## src/verilog/tabla_config.svh

```systemverilog
`ifndef TABLA_CONFIG_SVH
`define TABLA_CONFIG_SVH

// ******************************
// datapath geometry
// ******************************
`define TABLA_LANE_WIDTH        4       // bits per lane
`define TABLA_NUM_LANES         8       // lanes per memory word
`define TABLA_ADDR_WIDTH        16      // word address
`define TABLA_SIZE_WIDTH        9       // max 511 words per job
`define TABLA_CNTR_WIDTH        16      // perf counters

// ******************************
// host register map
// ******************************
`define TABLA_REG_ADDR_WIDTH    3
`define TABLA_REG_CTRL          3'd0    // [0] start, [2:1] op
`define TABLA_REG_SRC           3'd1
`define TABLA_REG_DST           3'd2
`define TABLA_REG_SIZE          3'd3
`define TABLA_REG_STATUS        3'd4    // [0] busy, [1] done sticky
`define TABLA_REG_RD_WORDS      3'd5
`define TABLA_REG_WR_WORDS      3'd6
`define TABLA_REG_CYCLES        3'd7

`endif

```

## src/verilog/tabla_pkg.sv

```systemverilog
`include "tabla_config.svh"

package tabla_pkg;

    typedef logic [`TABLA_LANE_WIDTH-1:0]                    lane_t;
    typedef logic [`TABLA_LANE_WIDTH*`TABLA_NUM_LANES-1:0]   word_t;
    typedef logic [`TABLA_ADDR_WIDTH-1:0]                    addr_t;
    typedef logic [`TABLA_SIZE_WIDTH-1:0]                    size_t;
    typedef logic [`TABLA_CNTR_WIDTH-1:0]                    cntr_t;
    typedef logic [`TABLA_REG_ADDR_WIDTH-1:0]                reg_addr_t;

    typedef enum logic [1:0] {
        op_pass   = 2'd0,   // lane unchanged
        op_incr   = 2'd1,   // lane + 1, wraps
        op_invert = 2'd2,
        op_shift  = 2'd3    // lane << 1, msb dropped
    } op_t;

    typedef enum logic [2:0] {
        st_idle,
        st_rd_addr,
        st_rd_data,
        st_process,
        st_write
    } mem_state_t;

    // ******************************
    // bundles
    // ******************************
    typedef struct packed {
        logic       wr_en;
        logic       rd_en;
        reg_addr_t  addr;
        word_t      wdata;
    } host_req_t;

    typedef struct packed {
        addr_t      src;
        addr_t      dst;
        size_t      size;
        op_t        op;
    } job_t;

    typedef struct packed {
        addr_t      addr;
        word_t      data;
    } mem_wr_t;

    typedef struct packed {
        logic       rd_beat;    // one read data beat taken
        logic       wr_beat;    // one write accepted
        logic       job_done;
    } job_stats_t;

endpackage

```

## src/verilog/ctrl_regs.sv

```systemverilog
`include "tabla_config.svh"

module ctrl_regs (
    input  logic                    ACLK,
    input  logic                    reset,
    input  tabla_pkg::host_req_t    host_req,
    output tabla_pkg::word_t        host_rdata,
    output logic                    host_rvalid,
    output tabla_pkg::job_t         job,
    output logic                    start,
    input  logic                    busy,
    input  tabla_pkg::job_stats_t   job_stats
);

    tabla_pkg::addr_t   src_q;
    tabla_pkg::addr_t   dst_q;
    tabla_pkg::size_t   size_q;
    tabla_pkg::op_t     op_q;
    logic               done_q;
    tabla_pkg::cntr_t   rd_words_q;
    tabla_pkg::cntr_t   wr_words_q;
    tabla_pkg::cntr_t   cycles_q;
    tabla_pkg::word_t   rd_sel;
    logic               ctrl_wr;

    // CTRL is locked while a job runs or a start is already pending
    assign ctrl_wr = host_req.wr_en && (host_req.addr == `TABLA_REG_CTRL) && !busy && !start;

    assign job.src  = src_q;
    assign job.dst  = dst_q;
    assign job.size = size_q;
    assign job.op   = op_q;

// ******************************
// job descriptor and start
// ******************************
    always_ff @(posedge ACLK)
    begin
        if (reset)
        begin
            src_q  <= '0;
            dst_q  <= '0;
            size_q <= '0;
            op_q   <= tabla_pkg::op_pass;
            start  <= 1'b0;
        end
        else
        begin
            start <= ctrl_wr && host_req.wdata[0];  // single cycle pulse
            if (ctrl_wr)
                op_q <= tabla_pkg::op_t'(host_req.wdata[2:1]);
            if (host_req.wr_en && host_req.addr == `TABLA_REG_SRC)
                src_q <= tabla_pkg::addr_t'(host_req.wdata);
            if (host_req.wr_en && host_req.addr == `TABLA_REG_DST)
                dst_q <= tabla_pkg::addr_t'(host_req.wdata);
            if (host_req.wr_en && host_req.addr == `TABLA_REG_SIZE)
                size_q <= tabla_pkg::size_t'(host_req.wdata);
        end
    end

// ******************************
// status and perf counters
// ******************************
    always_ff @(posedge ACLK)
    begin
        if (reset || start)
        begin
            done_q     <= 1'b0;     // sticky done cleared by new job
            rd_words_q <= '0;
            wr_words_q <= '0;
            cycles_q   <= '0;
        end
        else
        begin
            if (job_stats.job_done)
                done_q <= 1'b1;
            if (job_stats.rd_beat)
                rd_words_q <= rd_words_q + 1'b1;
            if (job_stats.wr_beat)
                wr_words_q <= wr_words_q + 1'b1;
            if (busy)
                cycles_q <= cycles_q + 1'b1;
        end
    end

    always_comb
    begin
        case (host_req.addr)
            `TABLA_REG_CTRL:     rd_sel = tabla_pkg::word_t'({op_q, 1'b0});
            `TABLA_REG_SRC:      rd_sel = tabla_pkg::word_t'(src_q);
            `TABLA_REG_DST:      rd_sel = tabla_pkg::word_t'(dst_q);
            `TABLA_REG_SIZE:     rd_sel = tabla_pkg::word_t'(size_q);
            `TABLA_REG_STATUS:   rd_sel = tabla_pkg::word_t'({done_q, busy});
            `TABLA_REG_RD_WORDS: rd_sel = tabla_pkg::word_t'(rd_words_q);
            `TABLA_REG_WR_WORDS: rd_sel = tabla_pkg::word_t'(wr_words_q);
            default:             rd_sel = tabla_pkg::word_t'(cycles_q);
        endcase
    end

    always_ff @(posedge ACLK)
    begin
        if (reset)
            host_rvalid <= 1'b0;
        else
            host_rvalid <= host_req.rd_en;
        if (host_req.rd_en)
            host_rdata <= rd_sel;   // read data one cycle after strobe
    end

endmodule

```

## src/verilog/mem_interface.sv

```systemverilog
module mem_interface (
    input  logic                    ACLK,
    input  logic                    reset,
    input  tabla_pkg::job_t         job,
    input  logic                    start,
    output logic                    busy,

    // read address
    output tabla_pkg::addr_t        ar_addr,
    output logic                    ar_valid,
    input  logic                    ar_ready,

    // read data
    input  tabla_pkg::word_t        r_data,
    input  logic                    r_valid,
    output logic                    r_ready,

    // write
    output tabla_pkg::mem_wr_t      mem_wr,
    output logic                    w_valid,
    input  logic                    w_ready,

    // PE array
    output tabla_pkg::word_t        pe_data,
    output logic                    pe_valid,
    input  tabla_pkg::word_t        result,
    input  logic                    result_valid,

    output tabla_pkg::job_stats_t   job_stats
);

    tabla_pkg::mem_state_t  state;
    tabla_pkg::job_t        job_q;
    tabla_pkg::size_t       idx;        // current word of the job
    tabla_pkg::word_t       wr_data_q;
    logic                   rd_hs;
    logic                   wr_hs;
    logic                   last_word;

    assign rd_hs     = r_valid && r_ready;
    assign wr_hs     = w_valid && w_ready;
    assign last_word = (tabla_pkg::size_t'(idx + 1'b1) == job_q.size);

// ******************************
// channel outputs
// ******************************
    assign busy     = (state != tabla_pkg::st_idle);
    assign ar_valid = (state == tabla_pkg::st_rd_addr);
    assign r_ready  = (state == tabla_pkg::st_rd_data);
    assign w_valid  = (state == tabla_pkg::st_write);

    // idx is stable outside st_write so both addresses hold under stall
    assign ar_addr     = job_q.src + tabla_pkg::addr_t'(idx);
    assign mem_wr.addr = job_q.dst + tabla_pkg::addr_t'(idx);
    assign mem_wr.data = wr_data_q;

    // PE stage registers the beat itself
    assign pe_data  = r_data;
    assign pe_valid = rd_hs;

// ******************************
// job FSM
// ******************************
    always_ff @(posedge ACLK)
    begin
        if (reset)
        begin
            state     <= tabla_pkg::st_idle;
            idx       <= '0;
            job_stats <= '0;
        end
        else
        begin
            job_stats.rd_beat  <= rd_hs;
            job_stats.wr_beat  <= wr_hs;
            job_stats.job_done <= 1'b0;
            case (state)
                tabla_pkg::st_idle:
                begin
                    if (start)
                    begin
                        idx <= '0;
                        if (job.size == '0)
                            job_stats.job_done <= 1'b1;    // empty job, no traffic
                        else
                            state <= tabla_pkg::st_rd_addr;
                    end
                end
                tabla_pkg::st_rd_addr:
                begin
                    if (ar_ready)
                        state <= tabla_pkg::st_rd_data;
                end
                tabla_pkg::st_rd_data:
                begin
                    if (r_valid)
                        state <= tabla_pkg::st_process;
                end
                tabla_pkg::st_process:
                begin
                    if (result_valid)
                        state <= tabla_pkg::st_write;
                end
                tabla_pkg::st_write:
                begin
                    if (w_ready)
                    begin
                        if (last_word)
                        begin
                            state              <= tabla_pkg::st_idle;
                            job_stats.job_done <= 1'b1;
                        end
                        else
                        begin
                            idx   <= idx + 1'b1;
                            state <= tabla_pkg::st_rd_addr;
                        end
                    end
                end
                default:
                    state <= tabla_pkg::st_idle;
            endcase
        end
    end

    // payload registers
    always_ff @(posedge ACLK)
    begin
        if (state == tabla_pkg::st_idle && start)
            job_q <= job;           // descriptor frozen for the whole job
        if (result_valid)
            wr_data_q <= result;
    end

endmodule

```

## src/verilog/pe_array.sv

```systemverilog
`include "tabla_config.svh"

module pe_array (
    input  logic                ACLK,
    input  logic                reset,
    input  tabla_pkg::op_t      op,
    input  tabla_pkg::word_t    pe_data,
    input  logic                pe_valid,
    output tabla_pkg::word_t    result,
    output logic                result_valid
);

    tabla_pkg::word_t   result_d;

// ******************************
// lane PEs
// ******************************
    genvar i;
    generate
    for (i = 0; i < `TABLA_NUM_LANES; i = i + 1)
    begin : g_lane
        tabla_pkg::lane_t lane_in;
        tabla_pkg::lane_t lane_out;

        assign lane_in = pe_data[i*`TABLA_LANE_WIDTH +: `TABLA_LANE_WIDTH];

        always_comb
        begin
            case (op)
                tabla_pkg::op_incr:   lane_out = tabla_pkg::lane_t'(lane_in + 1'b1);
                tabla_pkg::op_invert: lane_out = ~lane_in;
                tabla_pkg::op_shift:  lane_out = tabla_pkg::lane_t'(lane_in << 1);
                default:              lane_out = lane_in;     // pass
            endcase
        end

        assign result_d[i*`TABLA_LANE_WIDTH +: `TABLA_LANE_WIDTH] = lane_out;
    end
    endgenerate

// ******************************
// output stage
// ******************************
    always_ff @(posedge ACLK)
    begin
        if (reset)
            result_valid <= 1'b0;
        else
            result_valid <= pe_valid;   // one cycle latency
        if (pe_valid)
            result <= result_d;         // held until next beat
    end

endmodule

```

## src/verilog/tabla_top.sv

```systemverilog
module tabla_top (
    input  logic                    ACLK,
    input  logic                    reset,

    // host register port
    input  tabla_pkg::host_req_t    host_req,
    output tabla_pkg::word_t        host_rdata,
    output logic                    host_rvalid,

    // memory side
    output tabla_pkg::addr_t        ar_addr,
    output logic                    ar_valid,
    input  logic                    ar_ready,
    input  tabla_pkg::word_t        r_data,
    input  logic                    r_valid,
    output logic                    r_ready,
    output tabla_pkg::mem_wr_t      mem_wr,
    output logic                    w_valid,
    input  logic                    w_ready,

    output logic                    done
);

    tabla_pkg::job_t        job;
    tabla_pkg::job_stats_t  job_stats;
    tabla_pkg::word_t       pe_data;
    tabla_pkg::word_t       result;
    logic                   start;
    logic                   busy;
    logic                   pe_valid;
    logic                   result_valid;

    assign done = job_stats.job_done;

// ******************************
// host registers
// ******************************
    ctrl_regs u_ctrl_regs (
        .ACLK           ( ACLK          ),
        .reset          ( reset         ),
        .host_req       ( host_req      ),
        .host_rdata     ( host_rdata    ),
        .host_rvalid    ( host_rvalid   ),
        .job            ( job           ),
        .start          ( start         ),
        .busy           ( busy          ),
        .job_stats      ( job_stats     )
    );

// ******************************
// memory interface
// ******************************
    mem_interface u_mem_if (
        .ACLK           ( ACLK          ),
        .reset          ( reset         ),
        .job            ( job           ),
        .start          ( start         ),
        .busy           ( busy          ),
        .ar_addr        ( ar_addr       ),
        .ar_valid       ( ar_valid      ),
        .ar_ready       ( ar_ready      ),
        .r_data         ( r_data        ),
        .r_valid        ( r_valid       ),
        .r_ready        ( r_ready       ),
        .mem_wr         ( mem_wr        ),
        .w_valid        ( w_valid       ),
        .w_ready        ( w_ready       ),
        .pe_data        ( pe_data       ),
        .pe_valid       ( pe_valid      ),
        .result         ( result        ),
        .result_valid   ( result_valid  ),
        .job_stats      ( job_stats     )
    );

// ******************************
// PE lanes
// ******************************
    pe_array u_pe_array (
        .ACLK           ( ACLK          ),
        .reset          ( reset         ),
        .op             ( job.op        ),  // CTRL locked while busy
        .pe_data        ( pe_data       ),
        .pe_valid       ( pe_valid      ),
        .result         ( result        ),
        .result_valid   ( result_valid  )
    );

endmodule
```

## config.mk

```make
export PLATFORM = sky130hd
export DESIGN_NAME = tabla_top
export DESIGN_NICKNAME = d
export VERILOG_FILES = /design/src/verilog/tabla_pkg.sv /design/src/verilog/ctrl_regs.sv /design/src/verilog/mem_interface.sv /design/src/verilog/pe_array.sv /design/src/verilog/tabla_top.sv
export VERILOG_INCLUDE_DIRS = /design/src /design/src/verilog
export SDC_FILE = /design/constraint.sdc
export NUM_CORES = 1
export LEC_CHECK = 0
export ABC_AREA = 1
export BUFFER_PORTS_ARGS = -buffer_cell sky130_fd_sc_hd__buf_4
export CAP_MARGIN = 20
export CELL_PAD_IN_SITES_DETAIL_PLACEMENT = 0
export CELL_PAD_IN_SITES_GLOBAL_PLACEMENT = 1
export CORE_MARGIN = 4
export CORE_UTILIZATION = 30
export CTS_BUF_LIST = sky130_fd_sc_hd__clkbuf_4 sky130_fd_sc_hd__clkbuf_8
export DETAILED_ROUTE_END_ITERATION = 6
export MAX_ROUTING_LAYER = met4
export PLACE_DENSITY_LB_ADDON = 0.2
export SYNTH_ARGS = -nofsm -noshare
export SYNTH_HDL_FRONTEND = slang
export SYNTH_SLANG_ARGS = --single-unit
```

## constraint.sdc

```tcl
create_clock -name ACLK -period 2.7 [get_ports ACLK]
set_input_delay 0.405 -clock ACLK [delete_from_list [all_inputs] [get_ports ACLK]]
set_output_delay 0.405 -clock ACLK [all_outputs]
set_load 0.05 [all_outputs]
```

==> impl_metrics.ini <==
[outcome]
status = finished, violations left
violations = setup timing

[clocking]
clk_latency_ns = 0.57
cts_buffers = 43
clk_pin_slew_ns = 0.06
cts_tree = built
root_buffer = clkbuf_8
cts_max_path_buffers = 3
cts.sinks = 230
htree_num_levels = 2

[placed_design]
numPortBuffers = 142
preCtsSetupSlack_ns = -0.0361
hpwl_um = 24400
place.gp.congestion = 0.827
placed_cells = 1861

[layout]
regArea_mm2 = 0.00583
final_common_cell = nand2_1
final_util = 0.401
top_regs = u_mem_if.job_q (41), u_mem_if.wr_data_q (32), u_pe_array.result (32)
nets = 1568
drive_gt1_frac = 0.251
multi_input_area_mm2 = 0.00487
syn_to_final_growth_pct = 30.7
fin_cells = 1957
layout_common_cells = nand2_1 (211), buf_4 (173), inv_1 (149)
largest_register = u_mem_if.job_q
n_antenna_cell = 0
largest_register_ffs = 41
fillCellCount = 3546

[floorplan]
start_util = 0.307
dieArea_mm2 = 0.0398
die_y_um = 200
die_w_um = 200
core_area_mm2 = 0.0359
ios = 175
num_rows = 69

[global_route]
grt_max_degree = 53
grtUsageTotal = 0.168
antenna_found_initial = 0
grt_pass1_vias = 9037
grt_overflow = 0
grt_pass1_wl_um = 50900

[logic_synthesis]
syn-cell-area_mm2 = 0.0110
synth-seq-cells = 230
synthDistinctLibCells = 47
synth_edf_count = 121
seq_area_frac_synth = 0.528
async_flop_share = 0
syn_inst = 1252
synth_ff_type = edfxtp_1
ys.warnings.count = 0
syn_area_per_cell_um2 = 8.79

[drt]
dr_total_vias = 9258
wirelength_um = 33400
dr.pass1.iters = 6
drc = 0
avgViaCountPerCell = 4.73
drt_iter0_markers = 526
routedWlPerCell_um = 17.1
antenna_left = 0

[sta]
relSlewSlack = 0.555
worst_pin_slew_ns = 0.667
fin_crit_ns = 3.03
finalMaxSlewViolations = 0
finalCritPeriodShare = 1.12
clock.fmax_mhz = 330
setup_viol = 18
rsz0062_at_grt = yes
report.final.hold_viol_count = 0
tns_ns = -3.29
postLayoutSetupSlackWorst_ns = -0.332
skew_ns = 0.0257

[setup_path]
cp-start-kind = flop
r2r-end = u_mem_if.idx[6]$_SDFFE_PP0P_
cp_max_fo = 3
cp_data_arrival_time_ns = 2.63
r2r-start = u_mem_if.idx[1]$_SDFFE_PP0P_
reg2reg_depth = 15
setup.worst_path.class = reg -> out
end_kind = output port
r2r_setup_slack_ns = 0.36
worst-endpoint-required_ns = 2.30

[job]
maxCapViolations = 0

[power]
p_leak_nw = 5.70
vdd_drop_max_uv = 376
fin_total_pwr_w = 0.00961
p_per_area_mw_per_mm2 = 668

[hold_path]
min_from = host_req[13]
holdPathEnd = u_ctrl_regs.dst_q[13]$_SDFFE_PP0P_
hp-class = in -> reg
hold_depth = 3
==> through the flow <==
stage,hold slack (ns),cell area [um2]
6_report,0.0865,14400
5_1_grt,0.0661,14400
4_1_cts,0.0538,14100
3_5_place_dp,0.405,12900
3_3_place_gp,0.400,12900
2_1_floorplan,0.400,11200
==> cells in the mapped netlist, types with 3 or more instances <==
cell type    n  area share
nand2_1    219       0.075
inv_1      152       0.052
nor2_1     149       0.051
edfxtp_1   121        0.33
dfxtp_1    109        0.20
a21oi_1     94       0.043
o21ai_0     88       0.040
nand3_1     41       0.019
ha_1        30       0.034
nand4_1     28       0.016
nor3_1      27       0.012
clkbuf_1    23      0.0078
o2111ai_1   20       0.016
buf_4       18       0.012
xor2_1      16       0.013
o22ai_1     13      0.0074
xnor2_1     13       0.010
a221oi_1    12      0.0095
nor2_2      10      0.0057
a21boi_0     6      0.0041
a31oi_1      5      0.0028
o31ai_1      5      0.0034
a22oi_1      4      0.0027
a31o_2       4      0.0032
a32o_1       4      0.0036
buf_2        4      0.0018
a211oi_1     3      0.0020
buf_1        3      0.0010
nor3_2       3      0.0027
nor3b_1      3      0.0020
==> critical path, cell delays in order (launching register included) <==
cell	delay (ns)
dfxtp_4	0.38
ha_4	0.14
inv_2	0.03
fa_2	0.34
nand3b_1	0.18
nand2_2	0.10
nand2_2	0.06
a21oi_2	0.16
nor2_2	0.08
nor2_2	0.12
nand3_2	0.13
xnor2_4	0.17
buf_6	0.18
==> worst max-delay path by stage <==
stage | startpoint | endpoint | slack [ns] | cells after the start
after floorplan | u_mem_if.idx[0]$_SDFFE_PP0P_ | mem_wr[46] | -0.12 | 11
after global placement | u_mem_if.idx[0]$_SDFFE_PP0P_ | ar_addr[14] | -0.04 | 12
after detailed placement | u_mem_if.idx[0]$_SDFFE_PP0P_ | ar_addr[14] | -0.04 | 12
after CTS | u_mem_if.idx[0]$_SDFFE_PP0P_ | ar_addr[14] | -0.42 | 12
after global routing | u_mem_if.job_q[27]$_DFFE_PP_ | ar_addr[14] | -0.52 | 12
final | u_mem_if.idx[0]$_SDFFE_PP0P_ | ar_addr[14] | -0.33 | 12
==> logic make-up after synthesis <==
group | Yosys count | synth area share
AND/OR/NAND/NOR | 489 | 0.191
adder cells (fa/ha/maj) | 32 | 0.0377
flip-flops | 230 | 0.528
buffers and inverters | 203 | 0.0758
XOR/XNOR | 29 | 0.0231
AO/OA/AOI/OAI | 268 | 0.144
other | 1 | 0.000341
==> repair_timing <==
item | CTS | global route
setup buffers | 13 | 6
resized for setup | 65 | 42
gates cloned | 0 | 0
setup endpoints to repair | 22 | 23
pin swaps | 28 | 26
hold buffers | 0 | 0
==> per-layer routing <==
metal	share of wire	global-route usage	vias up
li1	-	-	4687
met1	0.47	0.224	4336
met2	0.47	0.267	188
met3	0.036	0.0243	47
met4	0.021	0.0468	0
met5	0	-	-
==> layout make-up <==
class,instances,share of cell area
repair buffers,198,0.110
inverters,155,0.0404
flip-flops and latches,230,0.405
clock buffers,64,0.0534
clock inverters,15,0.0115
well taps,461,0.0401
multi-input cells,834,0.339
==> where the power goes <==
group | total (W) | switching [W] | internal, W
clock network | 0.00364 | 0.00152 | 0.00212
logic | 0.00206 | 0.00132 | 0.000736
registers | 0.00391 | 0.000110 | 0.00380
total | 0.00961 | 0.00295 | 0.00666
Power figures use the tool's default switching activity.
